**src/common/wb_pkg.sv**
```systemverilog
// shared wishbone types, bus bundles, slave codes and register map, imported by every rtl block
package wb_pkg;

    // byte address, top byte selects the slave
    typedef logic [31:0] wb_addr_t;
    typedef logic [31:0] wb_data_t;
    // one enable per byte lane
    typedef logic [3:0]  wb_sel_t;
    typedef logic [7:0]  slave_id_t;
    // bit n set when slave n interrupts
    typedef logic [31:0] irq_vec_t;

    // master to slave, 71 bits
    typedef struct packed {
        logic     cyc;
        logic     stb;
        logic     we;
        wb_sel_t  sel;
        wb_addr_t adr;
        wb_data_t dat;
    } wb_req_t;

    // slave to master, 34 bits
    typedef struct packed {
        logic     ack;
        logic     irq;
        wb_data_t dat;
    } wb_rsp_t;

    // slave codes in adr[31:24]
    localparam slave_id_t SLV_SRAM  = 8'h00;
    localparam slave_id_t SLV_TIMER = 8'h01;

    // scratch memory depth and word index width
    localparam int SRAM_WORDS = 256;
    localparam int SRAM_AW    = $clog2(SRAM_WORDS);

    // timer register offsets, low nibble of the offset
    localparam logic [3:0] TMR_CTRL   = 4'h0;
    localparam logic [3:0] TMR_LOAD   = 4'h4;
    localparam logic [3:0] TMR_COUNT  = 4'h8;
    localparam logic [3:0] TMR_STATUS = 4'hC;

    // ctrl register bits
    localparam int CTRL_EN     = 0;
    localparam int CTRL_IRQ_EN = 1;
    localparam int CTRL_RELOAD = 2;

    typedef enum logic {
        T_IDLE,
        T_RUN
    } timer_state_t;

endpackage

```
**src/wb_timer/wb_timer.sv**
```systemverilog
// down-counting timer slave with one-shot or auto-reload and a sticky interrupt, slave code 1
`timescale 1ns/1ps

module wb_timer (
    input  logic            clk,
    input  logic            rst_i,
    input  wb_pkg::wb_req_t req_i,
    output wb_pkg::wb_rsp_t rsp_o
);
    import wb_pkg::*;

    timer_state_t state;
    timer_state_t state_nxt;
    logic [2:0]   ctrl;
    wb_data_t     load;
    wb_data_t     count;
    wb_data_t     count_nxt;
    logic         pending;
    logic         expire;
    logic         access;
    logic         wr_en;
    logic [3:0]   reg_off;
    logic         ack_q;
    wb_data_t     rd_q;

    // same handshake as the sram
    assign access  = req_i.cyc & req_i.stb & ~ack_q;
    assign wr_en   = access & req_i.we;
    // register select, upper offset bits alias
    assign reg_off = req_i.adr[3:0];

    // free-running count step, bus writes override below
    always_comb begin
        state_nxt = state;
        count_nxt = count;
        expire    = 1'b0;
        if (state == T_RUN) begin
            if (count <= 32'd1) begin
                // reaching zero, also covers a zero load
                expire = 1'b1;
                if (ctrl[CTRL_RELOAD]) begin
                    count_nxt = load;
                end else begin
                    count_nxt = '0;
                    state_nxt = T_IDLE;
                end
            end else begin
                count_nxt = count - 32'd1;
            end
        end
    end

    always_ff @(posedge clk) begin
        if (rst_i) begin
            state   <= T_IDLE;
            ctrl    <= '0;
            load    <= '0;
            count   <= '0;
            pending <= 1'b0;
            ack_q   <= 1'b0;
        end else begin
            ack_q <= access;
            state <= state_nxt;
            count <= count_nxt;
            if (expire) begin
                pending <= 1'b1;
            end
            // register writes land on the ack edge
            if (wr_en) begin
                case (reg_off)
                    TMR_CTRL: begin
                        ctrl <= req_i.dat[2:0];
                        if (req_i.dat[CTRL_EN]) begin
                            // start from the programmed load
                            count <= load;
                            state <= T_RUN;
                        end else begin
                            state <= T_IDLE;
                        end
                    end
                    TMR_LOAD: begin
                        load <= req_i.dat;
                        // a smaller load pulls a running count down
                        if (state_nxt == T_RUN && count_nxt > req_i.dat) begin
                            count <= req_i.dat;
                        end
                    end
                    TMR_STATUS: begin
                        // write one to clear, a fresh expiry wins
                        if (req_i.dat[0] && !expire) begin
                            pending <= 1'b0;
                        end
                    end
                    default: begin
                        // count is read only
                    end
                endcase
            end
        end
    end

    // read register, captured with ack
    always_ff @(posedge clk) begin
        if (access) begin
            case (reg_off)
                TMR_CTRL:   rd_q <= {29'd0, ctrl};
                TMR_LOAD:   rd_q <= load;
                TMR_COUNT:  rd_q <= count;
                TMR_STATUS: rd_q <= {31'd0, pending};
                default:    rd_q <= '0;
            endcase
        end
    end

    always_comb begin
        rsp_o.ack = ack_q;
        // pending is masked, not cleared, by irq enable
        rsp_o.irq = pending & ctrl[CTRL_IRQ_EN];
        rsp_o.dat = rd_q;
    end

    a_ack_single: assert property (
        @(posedge clk) disable iff (rst_i)
        ack_q |=> !ack_q
    );

    // load changes and reloads keep the counter in range
    a_count_le_load: assert property (
        @(posedge clk) disable iff (rst_i)
        (state == T_RUN) |-> (count <= load)
    );

endmodule
```
**config.mk**
```make
export PLATFORM = sky130hd
export DESIGN_NAME = wb_timer
export DESIGN_NICKNAME = d
export VERILOG_FILES = /design/src/common/wb_pkg.sv /design/src/wb_timer/wb_timer.sv
export SDC_FILE = /design/constraint.sdc
export NUM_CORES = 1
export LEC_CHECK = 0
export ABC_AREA = 1
export BUFFER_PORTS_ARGS = -buffer_cell sky130_fd_sc_hd__buf_4
export CAP_MARGIN = 0
export CORE_ASPECT_RATIO = 1.25
export CORE_MARGIN = 2
export CORE_UTILIZATION = 55
export CTS_BUF_LIST = sky130_fd_sc_hd__clkbuf_4 sky130_fd_sc_hd__clkbuf_8
export DETAILED_ROUTE_END_ITERATION = 12
export PLACE_DENSITY = 0.79
export SLEW_MARGIN = 20
export SYNTH_ARGS = -nofsm -noshare
export SYNTH_HDL_FRONTEND = slang
export SYNTH_SLANG_ARGS = --single-unit
```
**constraint.sdc**
```tcl
create_clock -name clk -period 4.9 [get_ports clk]
set_input_delay 0.98 -clock clk [delete_from_list [all_inputs] [get_ports clk]]
set_output_delay 0.98 -clock clk [all_outputs]
set_load 0.02 [all_outputs]
```
==> run summary <==
Outcome - finished clean
Vias in the first global route - 7675
Clock power share - 0.353
Cts hold-fix bufs - 0
Drt pass-1 iters - 5
EDFF count, synth - 32
CP max FO - 32
Synthesized Nets - 1285
Capturing element type of the critical path - flop
Main combinational cell family by area after synthesis - simple AND/OR/NAND/NOR gates
Synth top area cells - dfxtp_1 (18%), nand2_1 (14%), edfxtp_1 (12%)
Final slew viol count - 0
Min Tclk post-route - 4370 ps
Sw frac - 0.271
Max Cap Viol - 0
Hold WC Path Type - reg2reg
Mapped Area - 0.00777 mm2
GRT Overall Usage - 0.347
Iter 0 DRT Violations - 872
PwrDens - 197 mW/mm2
Port Buf Inserts - 74
Layout fillers - 1351
Die ar. - 0.0151 mm2
Area taken by multi-input logic gates - 0.00465 mm2
Worst-skew pair later-pin latency - 390 ps
Via count - 8390
Yosys warning count - 0
Clock root buffer - clkbuf_8
Compound-cell area share of the yosys netlist - 0.166
Cell taking the most area after synthesis - dfxtp_1
Die X - 110 um
# setup viols final - 0
Mean post-synth cell area - 6.59 um2
Measured slew at the worst slew-check pin - 1190 ps
CP Class - reg2reg
Core area - 0.0138 mm2
Final wirelength - 25.6 mm
Synth Area in Simple Gates - 0.363
Sequential area share after synthesis - 0.304
Ant diodes - 0
Mapped Cells - 1178
Num Clock Sinks - 102
Post-Route Utilization - 0.628
Wirelength per Cell - 18.3 um
Final count of hold timing violations - 0
Worst Clk Skew - 17.6 ps
Final HPWL DP - 18.0 mm
Combinational Power Share - 0.131
Data arrival time of the worst path - 4680 ps
Worst slew margin relative to its limit - 0.202
Post-synth cell types - 42
Final nets - 1325
Leak pwr - 0.00403 uW
Htree depth - 3
Sequential Power Share - 0.516
Post-CTS setup repair buffer count - 0
Final setup TNS - 0 ps
Peak VDD IR - 0.160 mV
Asr flop ratio synth - 0
Cts repair resizes - 0
Fraction of layout cells with a size suffix above 1 - 0.155
Internal - 1250 uW
Dominant register cell in the synthesized netlist - dfxtp_1
Via density - 6.00
Gr ovfl total - 0
Multiplexer area fraction after synthesis - 0
Initial Util - 0.562
Num rows - 48
Tcrit/Tclk final - 0.893
NetSw - 463 uW
Clock Path Buffers - 2
Commonest cells in the synthesized netlist - nand2_1 (300), nand3_1 (133), inv_1 (124)
Antenna Nets Post-Route - 0
Post-Synth XOR/XNOR Area - 0.0113
Num ports - 107
Worst setup SP type - flop
Count leader, synth - nand2_1
DRC violations left - 0
Highest Clock Rate - 229 MHz
Adder-Cell Fraction of Synth Area - 0.0548
Critical path required time - 5210 ps
Seq cells post-synth - 102
CTS Buf Count - 9
Top-area cell type share of the netlist area - 0.180
Largest net degree at the start of global routing - 53
Die Y - 137 um
Gpl congestion - 1.06
Area growth syn-to-layout - 11.6%
CTS clk-pin slew, worst paths - 110 ps
CTS tree - yes
Register area - 0.00236 mm2
Initial antenna violation count - 0
First-pass GRT wire length - 39.8 mm
RSZ-0062 raised after global routing - no
critical path: stages, from the launching register on:
cell	delay [ps]
dfxtp_1	360
inv_1	150
ha_1	230
nand2_1	160
nor2_2	300
nand2_1	90
a21oi_1	560
o21ai_0	230
nand3_2	120
nand2_2	80
ha_1	320
nand4_1	100
nor3_1	200
nand3_1	150
nor2_1	210
nor2_4	80
nand2_4	80
buf_4	400
nand2_1	100
nand2_1	70
nand2_1	50
nand2_1	80
nand2_1	50
a21oi_1	120
final timing paths:
| check | startpoint | endpoint | slack (ps) | cells past startpoint |
|---|---|---|---|---|
| hold / removal | ctrl[0]$_SDFFE_PP0P_ | ctrl[0]$_SDFFE_PP0P_ | 480 | 2 |
| setup / recovery | count[0]$_SDFF_PP0_ | count[31]$_SDFF_PP0_ | 530 | 23 |
| hold reg to reg | ctrl[0]$_SDFFE_PP0P_ | ctrl[0]$_SDFFE_PP0P_ | 480 | 2 |
| setup reg to reg | count[0]$_SDFF_PP0_ | count[31]$_SDFF_PP0_ | 530 | 23 |
logic make-up after synthesis:
logic type / count (synthesis)
compound gates: 232
fa+ha+maj: 34
buf+inv: 194
flops: 102
simple gates: 606
xor+xnor: 10
per-layer routing:
layer | GRT usage | wire length, um
met1 | 0.465 | 10200
met2 | 0.552 | 11600
met3 | 0.0510 | 2650
met4 | 0.149 | 1070
met5 | 0 | 0
registers in the layout, summed over array words and instances (netlist names):
register / count
ack_q: 1
count: 32
ctrl: 3
load: 32
pending: 1
rd_q: 32
state: 1
layout make-up:
cell class                 count  area share
multi-input combinational    882       0.536
sequential                   102       0.273
timing repair buffer          95      0.0852
inverter                     128      0.0554
tap                          175      0.0253
clock buffer                  10      0.0152
clock inverter                 6     0.00996
power groups by stage:
stage / registers, uW / logic (uW) / clock network [uW]
floorplan: 913 / 125 / 0
global placement: 902 / 216 / 0
detailed placement: 903 / 219 / 0
CTS: 883 / 220 / 610
global route: 885 / 243 / 639
finish: 883 / 224 / 604
metrics by stage:
stage	hold WS [ps]	cell area (um2)	power, uW	setup WS (ps)	instances
2_1_floorplan	422	7770	1040	249	1178
3_3_place_gp	456	8450	1120	742	1382
3_5_place_dp	461	8450	1120	687	1382
4_1_cts	477	8670	1710	636	1398
5_1_grt	514	8670	1770	239	1398
6_report	481	8670	1710	527	1398
cells in the final DEF (no fill, tap or decap), drive strengths merged:
master  netlist  layout
nand2       327     327
nand3       162     162
inv         126     126
a21oi       114     114
buf          25      95
nor2         91      91
dfxtp        70      70
o21ai        61      61
ha           34      34
edfxtp       32      32
o22ai        27      27
o211ai       21      21
nand4        19      19
clkbuf       41      10
xor2          9       9
clkinv        2       6
nor3          4       4
o221ai        2       2
bufinv        0       2
and2          1       1
a221o         1       1
a22o          1       1
xnor2         1       1
a21o          1       1
o21a          1       1
o21bai        1       1
or2           1       1
a211oi        1       1
o31ai         1       1
nor4          1       1
No activity file was read; power rests on OpenSTA's default activity.
