--- src/common/wb_pkg.sv ---
// shared wishbone types, bus bundles, slave codes and register map, imported by every rtl block
package wb_pkg;

    // byte address, top byte selects the slave
    typedef logic [31:0] wb_addr_t;
    typedef logic [31:0] wb_data_t;
    // one enable per byte lane
    typedef logic [3:0]  wb_sel_t;
    typedef logic [7:0]  slave_id_t;
    // bit n set when slave n interrupts
    typedef logic [31:0] irq_vec_t;

    // master to slave, 71 bits
    typedef struct packed {
        logic     cyc;
        logic     stb;
        logic     we;
        wb_sel_t  sel;
        wb_addr_t adr;
        wb_data_t dat;
    } wb_req_t;

    // slave to master, 34 bits
    typedef struct packed {
        logic     ack;
        logic     irq;
        wb_data_t dat;
    } wb_rsp_t;

    // slave codes in adr[31:24]
    localparam slave_id_t SLV_SRAM  = 8'h00;
    localparam slave_id_t SLV_TIMER = 8'h01;

    // scratch memory depth and word index width
    localparam int SRAM_WORDS = 256;
    localparam int SRAM_AW    = $clog2(SRAM_WORDS);

    // timer register offsets, low nibble of the offset
    localparam logic [3:0] TMR_CTRL   = 4'h0;
    localparam logic [3:0] TMR_LOAD   = 4'h4;
    localparam logic [3:0] TMR_COUNT  = 4'h8;
    localparam logic [3:0] TMR_STATUS = 4'hC;

    // ctrl register bits
    localparam int CTRL_EN     = 0;
    localparam int CTRL_IRQ_EN = 1;
    localparam int CTRL_RELOAD = 2;

    typedef enum logic {
        T_IDLE,
        T_RUN
    } timer_state_t;

endpackage

--- src/verilog/wb_interconnect.sv ---
// one-master two-slave wishbone decoder, routes requests by address byte and answers unmapped codes
`timescale 1ns/1ps

module wb_interconnect (
    input  logic            clk,
    input  logic            rst_i,
    // master side
    input  wb_pkg::wb_req_t m_req_i,
    output wb_pkg::wb_rsp_t m_rsp_o,
    // slave 0, scratch sram
    output wb_pkg::wb_req_t s0_req_o,
    input  wb_pkg::wb_rsp_t s0_rsp_i,
    // slave 1, timer
    output wb_pkg::wb_req_t s1_req_o,
    input  wb_pkg::wb_rsp_t s1_rsp_i
);
    import wb_pkg::*;

    slave_id_t slave_code;
    logic      hit_sram;
    logic      hit_timer;
    logic      hit_none;
    wb_req_t   fwd_req;
    irq_vec_t  irq_vec;
    logic      dflt_ack;

    // decode on the top address byte
    assign slave_code = m_req_i.adr[31:24];
    assign hit_sram   = (slave_code == SLV_SRAM);
    assign hit_timer  = (slave_code == SLV_TIMER);
    assign hit_none   = ~hit_sram & ~hit_timer;

    // slaves see only the offset
    always_comb begin
        fwd_req            = m_req_i;
        fwd_req.adr[31:24] = '0;
    end

    // unaddressed slave gets an idle all-zero bus
    assign s0_req_o = hit_sram  ? fwd_req : '0;
    assign s1_req_o = hit_timer ? fwd_req : '0;

    // interrupt vector, one bit per slave
    always_comb begin
        irq_vec    = '0;
        irq_vec[0] = s0_rsp_i.irq;
        irq_vec[1] = s1_rsp_i.irq;
    end

    // default slave for unmapped codes
    // same single-cycle ack rule as the real slaves
    always_ff @(posedge clk) begin
        if (rst_i) begin
            dflt_ack <= 1'b0;
        end else begin
            dflt_ack <= hit_none & m_req_i.cyc & m_req_i.stb & ~dflt_ack;
        end
    end

    // response mux back to the master
    always_comb begin
        m_rsp_o.irq = |irq_vec;
        if (hit_sram) begin
            m_rsp_o.ack = s0_rsp_i.ack;
            m_rsp_o.dat = s0_rsp_i.dat;
        end else if (hit_timer) begin
            m_rsp_o.ack = s1_rsp_i.ack;
            m_rsp_o.dat = s1_rsp_i.dat;
        end else begin
            // stray access reads back who is interrupting
            m_rsp_o.ack = dflt_ack;
            m_rsp_o.dat = irq_vec;
        end
    end

    // at most one slave is ever strobed
    a_one_strobe: assert property (
        @(posedge clk) disable iff (rst_i)
        !(s0_req_o.stb && s1_req_o.stb)
    );

    // the slaves' acks only answer a cycle the master still holds open
    a_ack_in_cycle: assert property (
        @(posedge clk) disable iff (rst_i)
        m_rsp_o.ack |-> m_req_i.cyc
    );

endmodule

--- config.mk ---
export PLATFORM = sky130hd
export DESIGN_NAME = wb_interconnect
export DESIGN_NICKNAME = d
export VERILOG_FILES = /design/src/common/wb_pkg.sv /design/src/verilog/wb_interconnect.sv
export SDC_FILE = /design/constraint.sdc
export NUM_CORES = 1
export LEC_CHECK = 0
export BUFFER_PORTS_ARGS = -buffer_cell sky130_fd_sc_hd__buf_2
export CAP_MARGIN = 20
export CORE_AREA = 8 8 117 119
export CTS_CLUSTER_SIZE = 8
export DETAILED_ROUTE_END_ITERATION = 16
export DIE_AREA = 0 0 125 127
export GPL_TIMING_DRIVEN = 0
export PLACE_DENSITY_LB_ADDON = 0.08
export REMOVE_ABC_BUFFERS = 1
export SLEW_MARGIN = 20
export SYNTH_ARGS = -nofsm -noshare
export SYNTH_HDL_FRONTEND = slang
export SYNTH_SLANG_ARGS = --single-unit
--- constraint.sdc ---
create_clock -name clk -period 2 [get_ports clk]
set_input_delay 0.2 -clock clk [delete_from_list [all_inputs] [get_ports clk]]
set_output_delay 0.2 -clock clk [all_outputs]
set_load 0.02 [all_outputs]
==> results of run 1 <==
[cells by family (layout without fill, tap and decap cells)]
| group | Yosys count | count (layout) |
|---|---|---|
| flip-flops | 1 | 1 |
| other | 1 | 16 |
| AO/OA/AOI/OAI | 6 | 6 |
| multiplexers | 33 | 33 |
| buffers and inverters | 37 | 311 |
| AND/OR/NAND/NOR | 164 | 165 |
[final timing paths]
kind              slack (ns)         end   startpoint  cells past startpoint
setup reg to reg        1.34    dflt_ack     dflt_ack                      1
hold / removal          0.38    dflt_ack        rst_i                      2
setup / recovery        0.06  m_rsp_o[0]  m_req_i[62]                      5
hold reg to reg         0.41    dflt_ack     dflt_ack                      1
[layout by cell type, fill, tap and decap left out, types with 2 or more instances in the layout]
| cell type | n |
|---|---|
| sky130_fd_sc_hd__nor2_1 | 20 |
| sky130_fd_sc_hd__buf_2 | 281 |
| sky130_fd_sc_hd__buf_6 | 5 |
| sky130_fd_sc_hd__nor3_4 | 3 |
| sky130_fd_sc_hd__nor2_2 | 9 |
| sky130_fd_sc_hd__and2_2 | 57 |
| sky130_fd_sc_hd__and2_1 | 69 |
| sky130_fd_sc_hd__buf_4 | 14 |
| sky130_fd_sc_hd__mux2i_1 | 33 |
| sky130_fd_sc_hd__clkbuf_16 | 2 |
| sky130_fd_sc_hd__o21ai_0 | 5 |
| sky130_fd_sc_hd__buf_16 | 4 |
| sky130_fd_sc_hd__clkbuf_4 | 2 |
| sky130_fd_sc_hd__buf_12 | 2 |
| sky130_fd_sc_hd__conb_1 | 16 |
[layout make-up]
| class | count | area, um^2 | share of cell area |
|---|---|---|---|
| multi-input combinational | 220 | 1520 | 0.433 |
| timing repair buffer | 310 | 1780 | 0.508 |
| tap | 147 | 184 | 0.0524 |
| sequential | 1 | 20.0 | 0.00570 |
| inverter | 1 | 3.75 | 0.00107 |
[power by group through the flow]
stage	clock, mW	combinational [mW]	sequential [mW]
final	0	0.289	0.0215
after global placement	0	0.276	0.0215
after global routing	0	0.315	0.0215
after detailed placement	0	0.284	0.0215
after CTS	0	0.290	0.0215
after floorplan	0	0.105	0.0215
[metal layers]
metal,vias up,GRT usage
li1,1309,-
met1,1194,0.112
met2,185,0.260
met3,4,0.0632
met4,2,0.00358
met5,-,0
[metrics by stage]
stage | utilization | hold WS [ns] | power, mW | TNS, ns | area (um^2)
final | 0.297 | 0.375 | 0.310 | 0 | 3510
after detailed placement | 0.279 | 0.383 | 0.305 | -58.36 | 3290
after global routing | 0.297 | 0.388 | 0.336 | 0 | 3510
after global placement | 0.272 | 0.379 | 0.298 | -157.57 | 3210
after CTS | 0.292 | 0.383 | 0.312 | 0 | 3450
after floorplan | - | 0.278 | 0.126 | -16.23 | 1520
[repair_timing]
item                       in CTS  in global routing
pin swaps                       3                  3
resized for setup              23                  7
buffers inserted                4                  0
gates cloned                    3                  2
setup endpoints to repair     150                 94
==> flow_results.xml, run 1 <==
<?xml version="1.0" encoding="UTF-8"?>
<metrics>
  <group name="outcome">
    <metric name="run_status" unit="">completed</metric>
  </group>
  <group name="critical_path">
    <metric name="crit_buf_inv" unit="">2</metric>
    <metric name="cp_slowest_stage_delay" unit="ns">0.62</metric>
    <metric name="cp.required" unit="ns">1.80</metric>
    <metric name="timing_worst_setup_path_type" unit="">input port to output port</metric>
    <metric name="setup.worst_path.start_class" unit="">input port</metric>
    <metric name="cp_cell_sequence" unit="">buf_2 -&gt; or4_4 -&gt; or2_4 -&gt; o21ai_0 -&gt; buf_2</metric>
    <metric name="crit_path_frequent_cell" unit="">sky130_fd_sc_hd__buf_2</metric>
    <metric name="path_delay_family" unit="">simple AND/OR/NAND/NOR gates</metric>
    <metric name="setup.worst_path.end_class" unit="">output port</metric>
    <metric name="critical-path-slowest-cell" unit="">sky130_fd_sc_hd__or4_4</metric>
    <metric name="cp_max_fo" unit="">34</metric>
    <metric name="worstPathArrival" unit="ns">1.74</metric>
  </group>
  <group name="synth">
    <metric name="dominant_combinational_cell_family_by_area_after_synthesis" unit="">simple AND/OR/NAND/NOR gates</metric>
    <metric name="yosys-mux-area-fraction" unit="">0.192</metric>
    <metric name="synth_enable_flop_cells" unit="">0</metric>
    <metric name="synth_adder_area_share" unit="">0</metric>
    <metric name="yosys-top-cells-count" unit="">sky130_fd_sc_hd__and2_1, sky130_fd_sc_hd__and2_2, sky130_fd_sc_hd__mux2i_1</metric>
    <metric name="synth_sequential_area_ratio" unit="">0.0117</metric>
    <metric name="synth.yosys.warnings" unit="">0</metric>
    <metric name="post-synth-top-area-cell" unit="">sky130_fd_sc_hd__and2_1</metric>
    <metric name="synth_compound_gate_area_share" unit="">0.0175</metric>
    <metric name="synth_async_sr_flop_share" unit="">0</metric>
    <metric name="synth_area" unit="um^2">1720</metric>
    <metric name="yosys.area_share.simple" unit="">0.628</metric>
    <metric name="synthCells" unit="">242</metric>
    <metric name="yosys.area.top_type_share" unit="">0.251</metric>
    <metric name="ys.flop_type" unit="">sky130_fd_sc_hd__dfxtp_1</metric>
    <metric name="post_synth_num_cell_types" unit="">22</metric>
    <metric name="synth_most_common_cell" unit="">sky130_fd_sc_hd__and2_1</metric>
    <metric name="register_bit_count_reported_by_yosys" unit="">1</metric>
    <metric name="netlist_top_cells_area" unit="">sky130_fd_sc_hd__and2_1, sky130_fd_sc_hd__and2_2, sky130_fd_sc_hd__mux2i_1</metric>
    <metric name="post_synth.cell_area_avg" unit="um^2">7.09</metric>
    <metric name="synth_xor_xnor_area_share" unit="">0</metric>
  </group>
  <group name="cells_and_area">
    <metric name="syn_to_final_growth" unit="%">105</metric>
    <metric name="num-fill-cells" unit="">1339</metric>
    <metric name="nNetsFinal" unit="">675</metric>
    <metric name="layout-drive-gt1-share" unit="">0.722</metric>
    <metric name="reg_with_most_ffs" unit="">dflt_ack</metric>
    <metric name="largest_register_ff_count" unit="">1</metric>
    <metric name="layoutNonFillerInstCount" unit="">679</metric>
    <metric name="registers_with_the_most_flip_flops" unit="">dflt_ack x1</metric>
    <metric name="antenna_cells" unit="">0</metric>
  </group>
  <group name="place">
    <metric name="place_inst" unit="">672</metric>
    <metric name="place.detailed.hpwl" unit="um">9650</metric>
    <metric name="io_buffer_count" unit="">300</metric>
    <metric name="preCtsSetupSlack" unit="ns">-0.873</metric>
    <metric name="place.gp.congestion" unit="">0.737</metric>
  </group>
  <group name="power">
    <metric name="power.density" unit="nW/um^2">88.4</metric>
    <metric name="combPwrFrac" unit="">0.931</metric>
    <metric name="vdd_drop_max" unit="mV">0.0367</metric>
    <metric name="pwr-share-seq" unit="">0.069</metric>
    <metric name="cellLeakagePower" unit="nW">2.30</metric>
    <metric name="switchingPower" unit="mW">0.141</metric>
    <metric name="internal_power" unit="mW">0.169</metric>
    <metric name="clock_power_frac" unit="">0</metric>
    <metric name="swShare" unit="">0.454</metric>
  </group>
  <group name="floorplanning">
    <metric name="floorplan.die.width" unit="um">125</metric>
    <metric name="die-area" unit="um^2">15900</metric>
    <metric name="number_of_top_level_pins" unit="">317</metric>
    <metric name="floorplan.initialDensity" unit="">0.145</metric>
    <metric name="die-height" unit="um">127</metric>
    <metric name="placeableCoreArea" unit="um^2">11800</metric>
    <metric name="std_cell_rows" unit="">40</metric>
  </group>
  <group name="grt">
    <metric name="grt-ovfl-total" unit="">0</metric>
    <metric name="vias_in_the_first_global_route" unit="">2811</metric>
    <metric name="global_route_wire_length_before_repair" unit="um">16400</metric>
    <metric name="initial_antenna_violation_count" unit="">1</metric>
    <metric name="grt_max_degree" unit="">38</metric>
    <metric name="grt.total_usage" unit="">0.126</metric>
  </group>
  <group name="sta">
    <metric name="post-route-min-period" unit="ns">1.94</metric>
    <metric name="finalHoldViolCount" unit="">0</metric>
    <metric name="period_share" unit="">0.969</metric>
    <metric name="fin_skew" unit="ns">0</metric>
    <metric name="max_freq" unit="GHz">0.516</metric>
    <metric name="final_max_slew_viols" unit="">0</metric>
    <metric name="setup_viol_count_final" unit="">0</metric>
    <metric name="grt_setup_unrepaired" unit="">no</metric>
    <metric name="fin_ws" unit="ns">0.0629</metric>
  </group>
  <group name="routing">
    <metric name="routed_wire_length_per_instance" unit="um">16.8</metric>
    <metric name="drt-total-wl" unit="um">11400</metric>
    <metric name="post_drt_via_cell_ratio" unit="">3.97</metric>
    <metric name="routed-wl-met3" unit="um">1450</metric>
    <metric name="detail_route.iter0.violations" unit="">24</metric>
    <metric name="vias" unit="">2694</metric>
    <metric name="top_layer" unit="">met5</metric>
    <metric name="remaining_drc_errors" unit="">0</metric>
    <metric name="drt.antenna.violating_nets" unit="">0</metric>
    <metric name="drt_first_pass_iters" unit="">3</metric>
    <metric name="detailroute.wirelength.met2" unit="um">6160</metric>
    <metric name="drt-met1-wl" unit="um">3720</metric>
  </group>
  <group name="clock_tree">
    <metric name="cts-hold-fix-buffers" unit="">0</metric>
    <metric name="worstSkewPairLatency" unit="ns">0</metric>
    <metric name="clk_transition_reported_paths" unit="ns">0</metric>
  </group>
  <group name="min_path">
    <metric name="holdCritPathClass" unit="">input port to flop</metric>
  </group>
  <group name="job">
    <metric name="max-cap-violations" unit="">0</metric>
  </group>
</metrics>
Power figures use the tool's default switching activity.
==> run 2, diff against run 1 <==
- CORE_AREA: 8 8 117 119 -> 8 8 116 118
- DIE_AREA: 0 0 125 127 -> 0 0 124 126
- clock period: 2 -> 2.3 ns (I/O delays scaled with it)
==> flow_results.xml, run 2 (same netlist as run 1, synthesis figures left out) <==
<?xml version="1.0" encoding="UTF-8"?>
<metrics>
  <group name="sta">
    <metric name="totalNegativeSetupSlack" unit="ns">0</metric>
    <metric name="slew-limit-headroom" unit="">0.617</metric>
    <metric name="fin_ws" unit="ns">0.253</metric>
    <metric name="fin_skew" unit="ns">0</metric>
    <metric name="final_max_slew_viols" unit="">0</metric>
    <metric name="period_share" unit="">0.890</metric>
    <metric name="finalHoldViolCount" unit="">0</metric>
    <metric name="post-route-min-period" unit="ns">2.05</metric>
    <metric name="fin_worst_hold_slack" unit="ns">0.397</metric>
    <metric name="max_freq" unit="GHz">0.489</metric>
    <metric name="setup_viol_count_final" unit="">0</metric>
    <metric name="grt_setup_unrepaired" unit="">no</metric>
    <metric name="transition_time_at_the_pin_with_the_least_slew_margin" unit="ns">0.575</metric>
  </group>
  <group name="min_path">
    <metric name="holdCritPathClass" unit="">input port to flop</metric>
    <metric name="holdPathStages" unit="">2</metric>
    <metric name="worstHoldStart" unit="">rst_i</metric>
  </group>
  <group name="power">
    <metric name="switchingPower" unit="mW">0.119</metric>
    <metric name="vdd_drop_max" unit="mV">0.0991</metric>
    <metric name="clock_power_frac" unit="">0</metric>
    <metric name="pwr-share-seq" unit="">0.072</metric>
    <metric name="internal_power" unit="mW">0.145</metric>
    <metric name="combPwrFrac" unit="">0.928</metric>
    <metric name="power.density" unit="nW/um^2">78.7</metric>
    <metric name="cellLeakagePower" unit="nW">2.27</metric>
    <metric name="fin_total_pwr" unit="mW">0.263</metric>
    <metric name="swShare" unit="">0.451</metric>
  </group>
  <group name="critical_path">
    <metric name="crit_path_frequent_cell" unit="">sky130_fd_sc_hd__buf_2</metric>
    <metric name="cp_slowest_stage_delay" unit="ns">0.58</metric>
    <metric name="critical_path.reg2reg.startpoint" unit="">dflt_ack</metric>
    <metric name="cp_cell_sequence" unit="">buf_2 -&gt; or4_4 -&gt; nor3_4 -&gt; buf_8 -&gt; buf_16 -&gt; and2_2 -&gt; buf_2</metric>
    <metric name="timing_worst_setup_path_type" unit="">input port to output port</metric>
    <metric name="cp_max_fo" unit="">28</metric>
    <metric name="path_delay_family" unit="">simple AND/OR/NAND/NOR gates</metric>
    <metric name="rr_worst_depth" unit="">1</metric>
    <metric name="setup.worst_path.end_class" unit="">output port</metric>
    <metric name="critical_path_depth" unit="">7</metric>
    <metric name="critical-path-slowest-cell" unit="">sky130_fd_sc_hd__or4_4</metric>
    <metric name="cp.required" unit="ns">2.07</metric>
    <metric name="setup.worst_path.start_class" unit="">input port</metric>
    <metric name="crit_buf_inv" unit="">4</metric>
    <metric name="critical_path.startpoint" unit="">m_req_i[57]</metric>
    <metric name="worstPathArrival" unit="ns">1.82</metric>
  </group>
  <group name="floorplanning">
    <metric name="die-area" unit="um^2">15600</metric>
    <metric name="floorplan.initialDensity" unit="">0.147</metric>
    <metric name="placeableCoreArea" unit="um^2">11700</metric>
    <metric name="number_of_top_level_pins" unit="">317</metric>
    <metric name="die-height" unit="um">126</metric>
    <metric name="std_cell_rows" unit="">40</metric>
    <metric name="floorplan.die.width" unit="um">124</metric>
  </group>
  <group name="cells_and_area">
    <metric name="final_core_utilization" unit="">0.286</metric>
    <metric name="layout_common_cells" unit="">sky130_fd_sc_hd__buf_2, sky130_fd_sc_hd__and2_1, sky130_fd_sc_hd__and2_2</metric>
    <metric name="registers_with_the_most_flip_flops" unit="">dflt_ack x1</metric>
    <metric name="antenna_cells" unit="">0</metric>
    <metric name="nNetsFinal" unit="">673</metric>
    <metric name="largest_register_ff_count" unit="">1</metric>
    <metric name="post-route-cell-area" unit="um^2">3350</metric>
    <metric name="layout-drive-gt1-share" unit="">0.719</metric>
    <metric name="syn_to_final_growth" unit="%">95.0</metric>
    <metric name="layoutNonFillerInstCount" unit="">677</metric>
    <metric name="layout_commonest_cell" unit="">sky130_fd_sc_hd__buf_2</metric>
    <metric name="reg_with_most_ffs" unit="">dflt_ack</metric>
  </group>
  <group name="grt">
    <metric name="grt.total_usage" unit="">0.120</metric>
    <metric name="grt-ovfl-total" unit="">0</metric>
    <metric name="initial_antenna_violation_count" unit="">0</metric>
    <metric name="grt_max_degree" unit="">36</metric>
    <metric name="global_route_wire_length_before_repair" unit="um">15100</metric>
    <metric name="vias_in_the_first_global_route" unit="">2729</metric>
  </group>
  <group name="routing">
    <metric name="remaining_drc_errors" unit="">0</metric>
    <metric name="drt.antenna.violating_nets" unit="">0</metric>
    <metric name="drt-total-wl" unit="um">10700</metric>
    <metric name="vias" unit="">2606</metric>
    <metric name="detail_route.iter0.violations" unit="">42</metric>
    <metric name="post_drt_via_cell_ratio" unit="">3.85</metric>
    <metric name="drt_first_pass_iters" unit="">4</metric>
    <metric name="routed_wire_length_per_instance" unit="um">15.8</metric>
  </group>
  <group name="place">
    <metric name="preCtsSetupSlack" unit="ns">-0.462</metric>
    <metric name="place.detailed.hpwl" unit="um">9600</metric>
    <metric name="io_buffer_count" unit="">300</metric>
    <metric name="placed_standard_cell_area" unit="um^2">3280</metric>
    <metric name="place_inst" unit="">672</metric>
    <metric name="place.gp.congestion" unit="">0.725</metric>
  </group>
  <group name="job">
    <metric name="max-cap-violations" unit="">0</metric>
  </group>
  <group name="clock_tree">
    <metric name="worstSkewPairLatency" unit="ns">0</metric>
    <metric name="clk_transition_reported_paths" unit="ns">0</metric>
    <metric name="cts-hold-fix-buffers" unit="">0</metric>
  </group>
  <group name="outcome">
    <metric name="run_status" unit="">completed</metric>
  </group>
</metrics>
[run 2: final cells by class]
type,count,area (um^2)
Inverter,1,3.75
Sequential cell,1,20.0
Timing Repair Buffer,309,1640
Fill cell,1337,8360
Tap cell,147,184
Multi-Input combinational cell,219,1500
[run 2: worst paths after layout]
kind,to,slack [ns]
hold reg to reg,dflt_ack,0.43
setup / recovery,s0_req_o[35],0.25
setup reg to reg,dflt_ack,1.63
hold / removal,dflt_ack,0.40
[run 2: routing by layer]
metal / global-route usage / up-vias / wire, um
li1: - / 1299 / -
met1: 0.107 / 1128 / 3250
met2: 0.249 / 179 / 5710
met3: 0.0514 / 0 / 1720
met4: 0 / 0 / 0
met5: 0 / - / 0
[run 2: power by group through the flow]
stage,registers [mW],logic [mW],clock network (mW)
4_1_cts,0.0189,0.248,0
3_5_place_dp,0.0189,0.247,0
2_1_floorplan,0.0187,0.0909,0
5_1_grt,0.0189,0.271,0
6_report,0.0189,0.245,0
3_3_place_gp,0.0189,0.239,0
[run 2: repair_timing]
| action | in CTS | in global routing |
|---|---|---|
| resized for setup | 1 | 1 |
| pin swaps | 2 | 0 |
| buffers inserted | 5 | 0 |
| setup endpoints to repair | 89 | 2 |
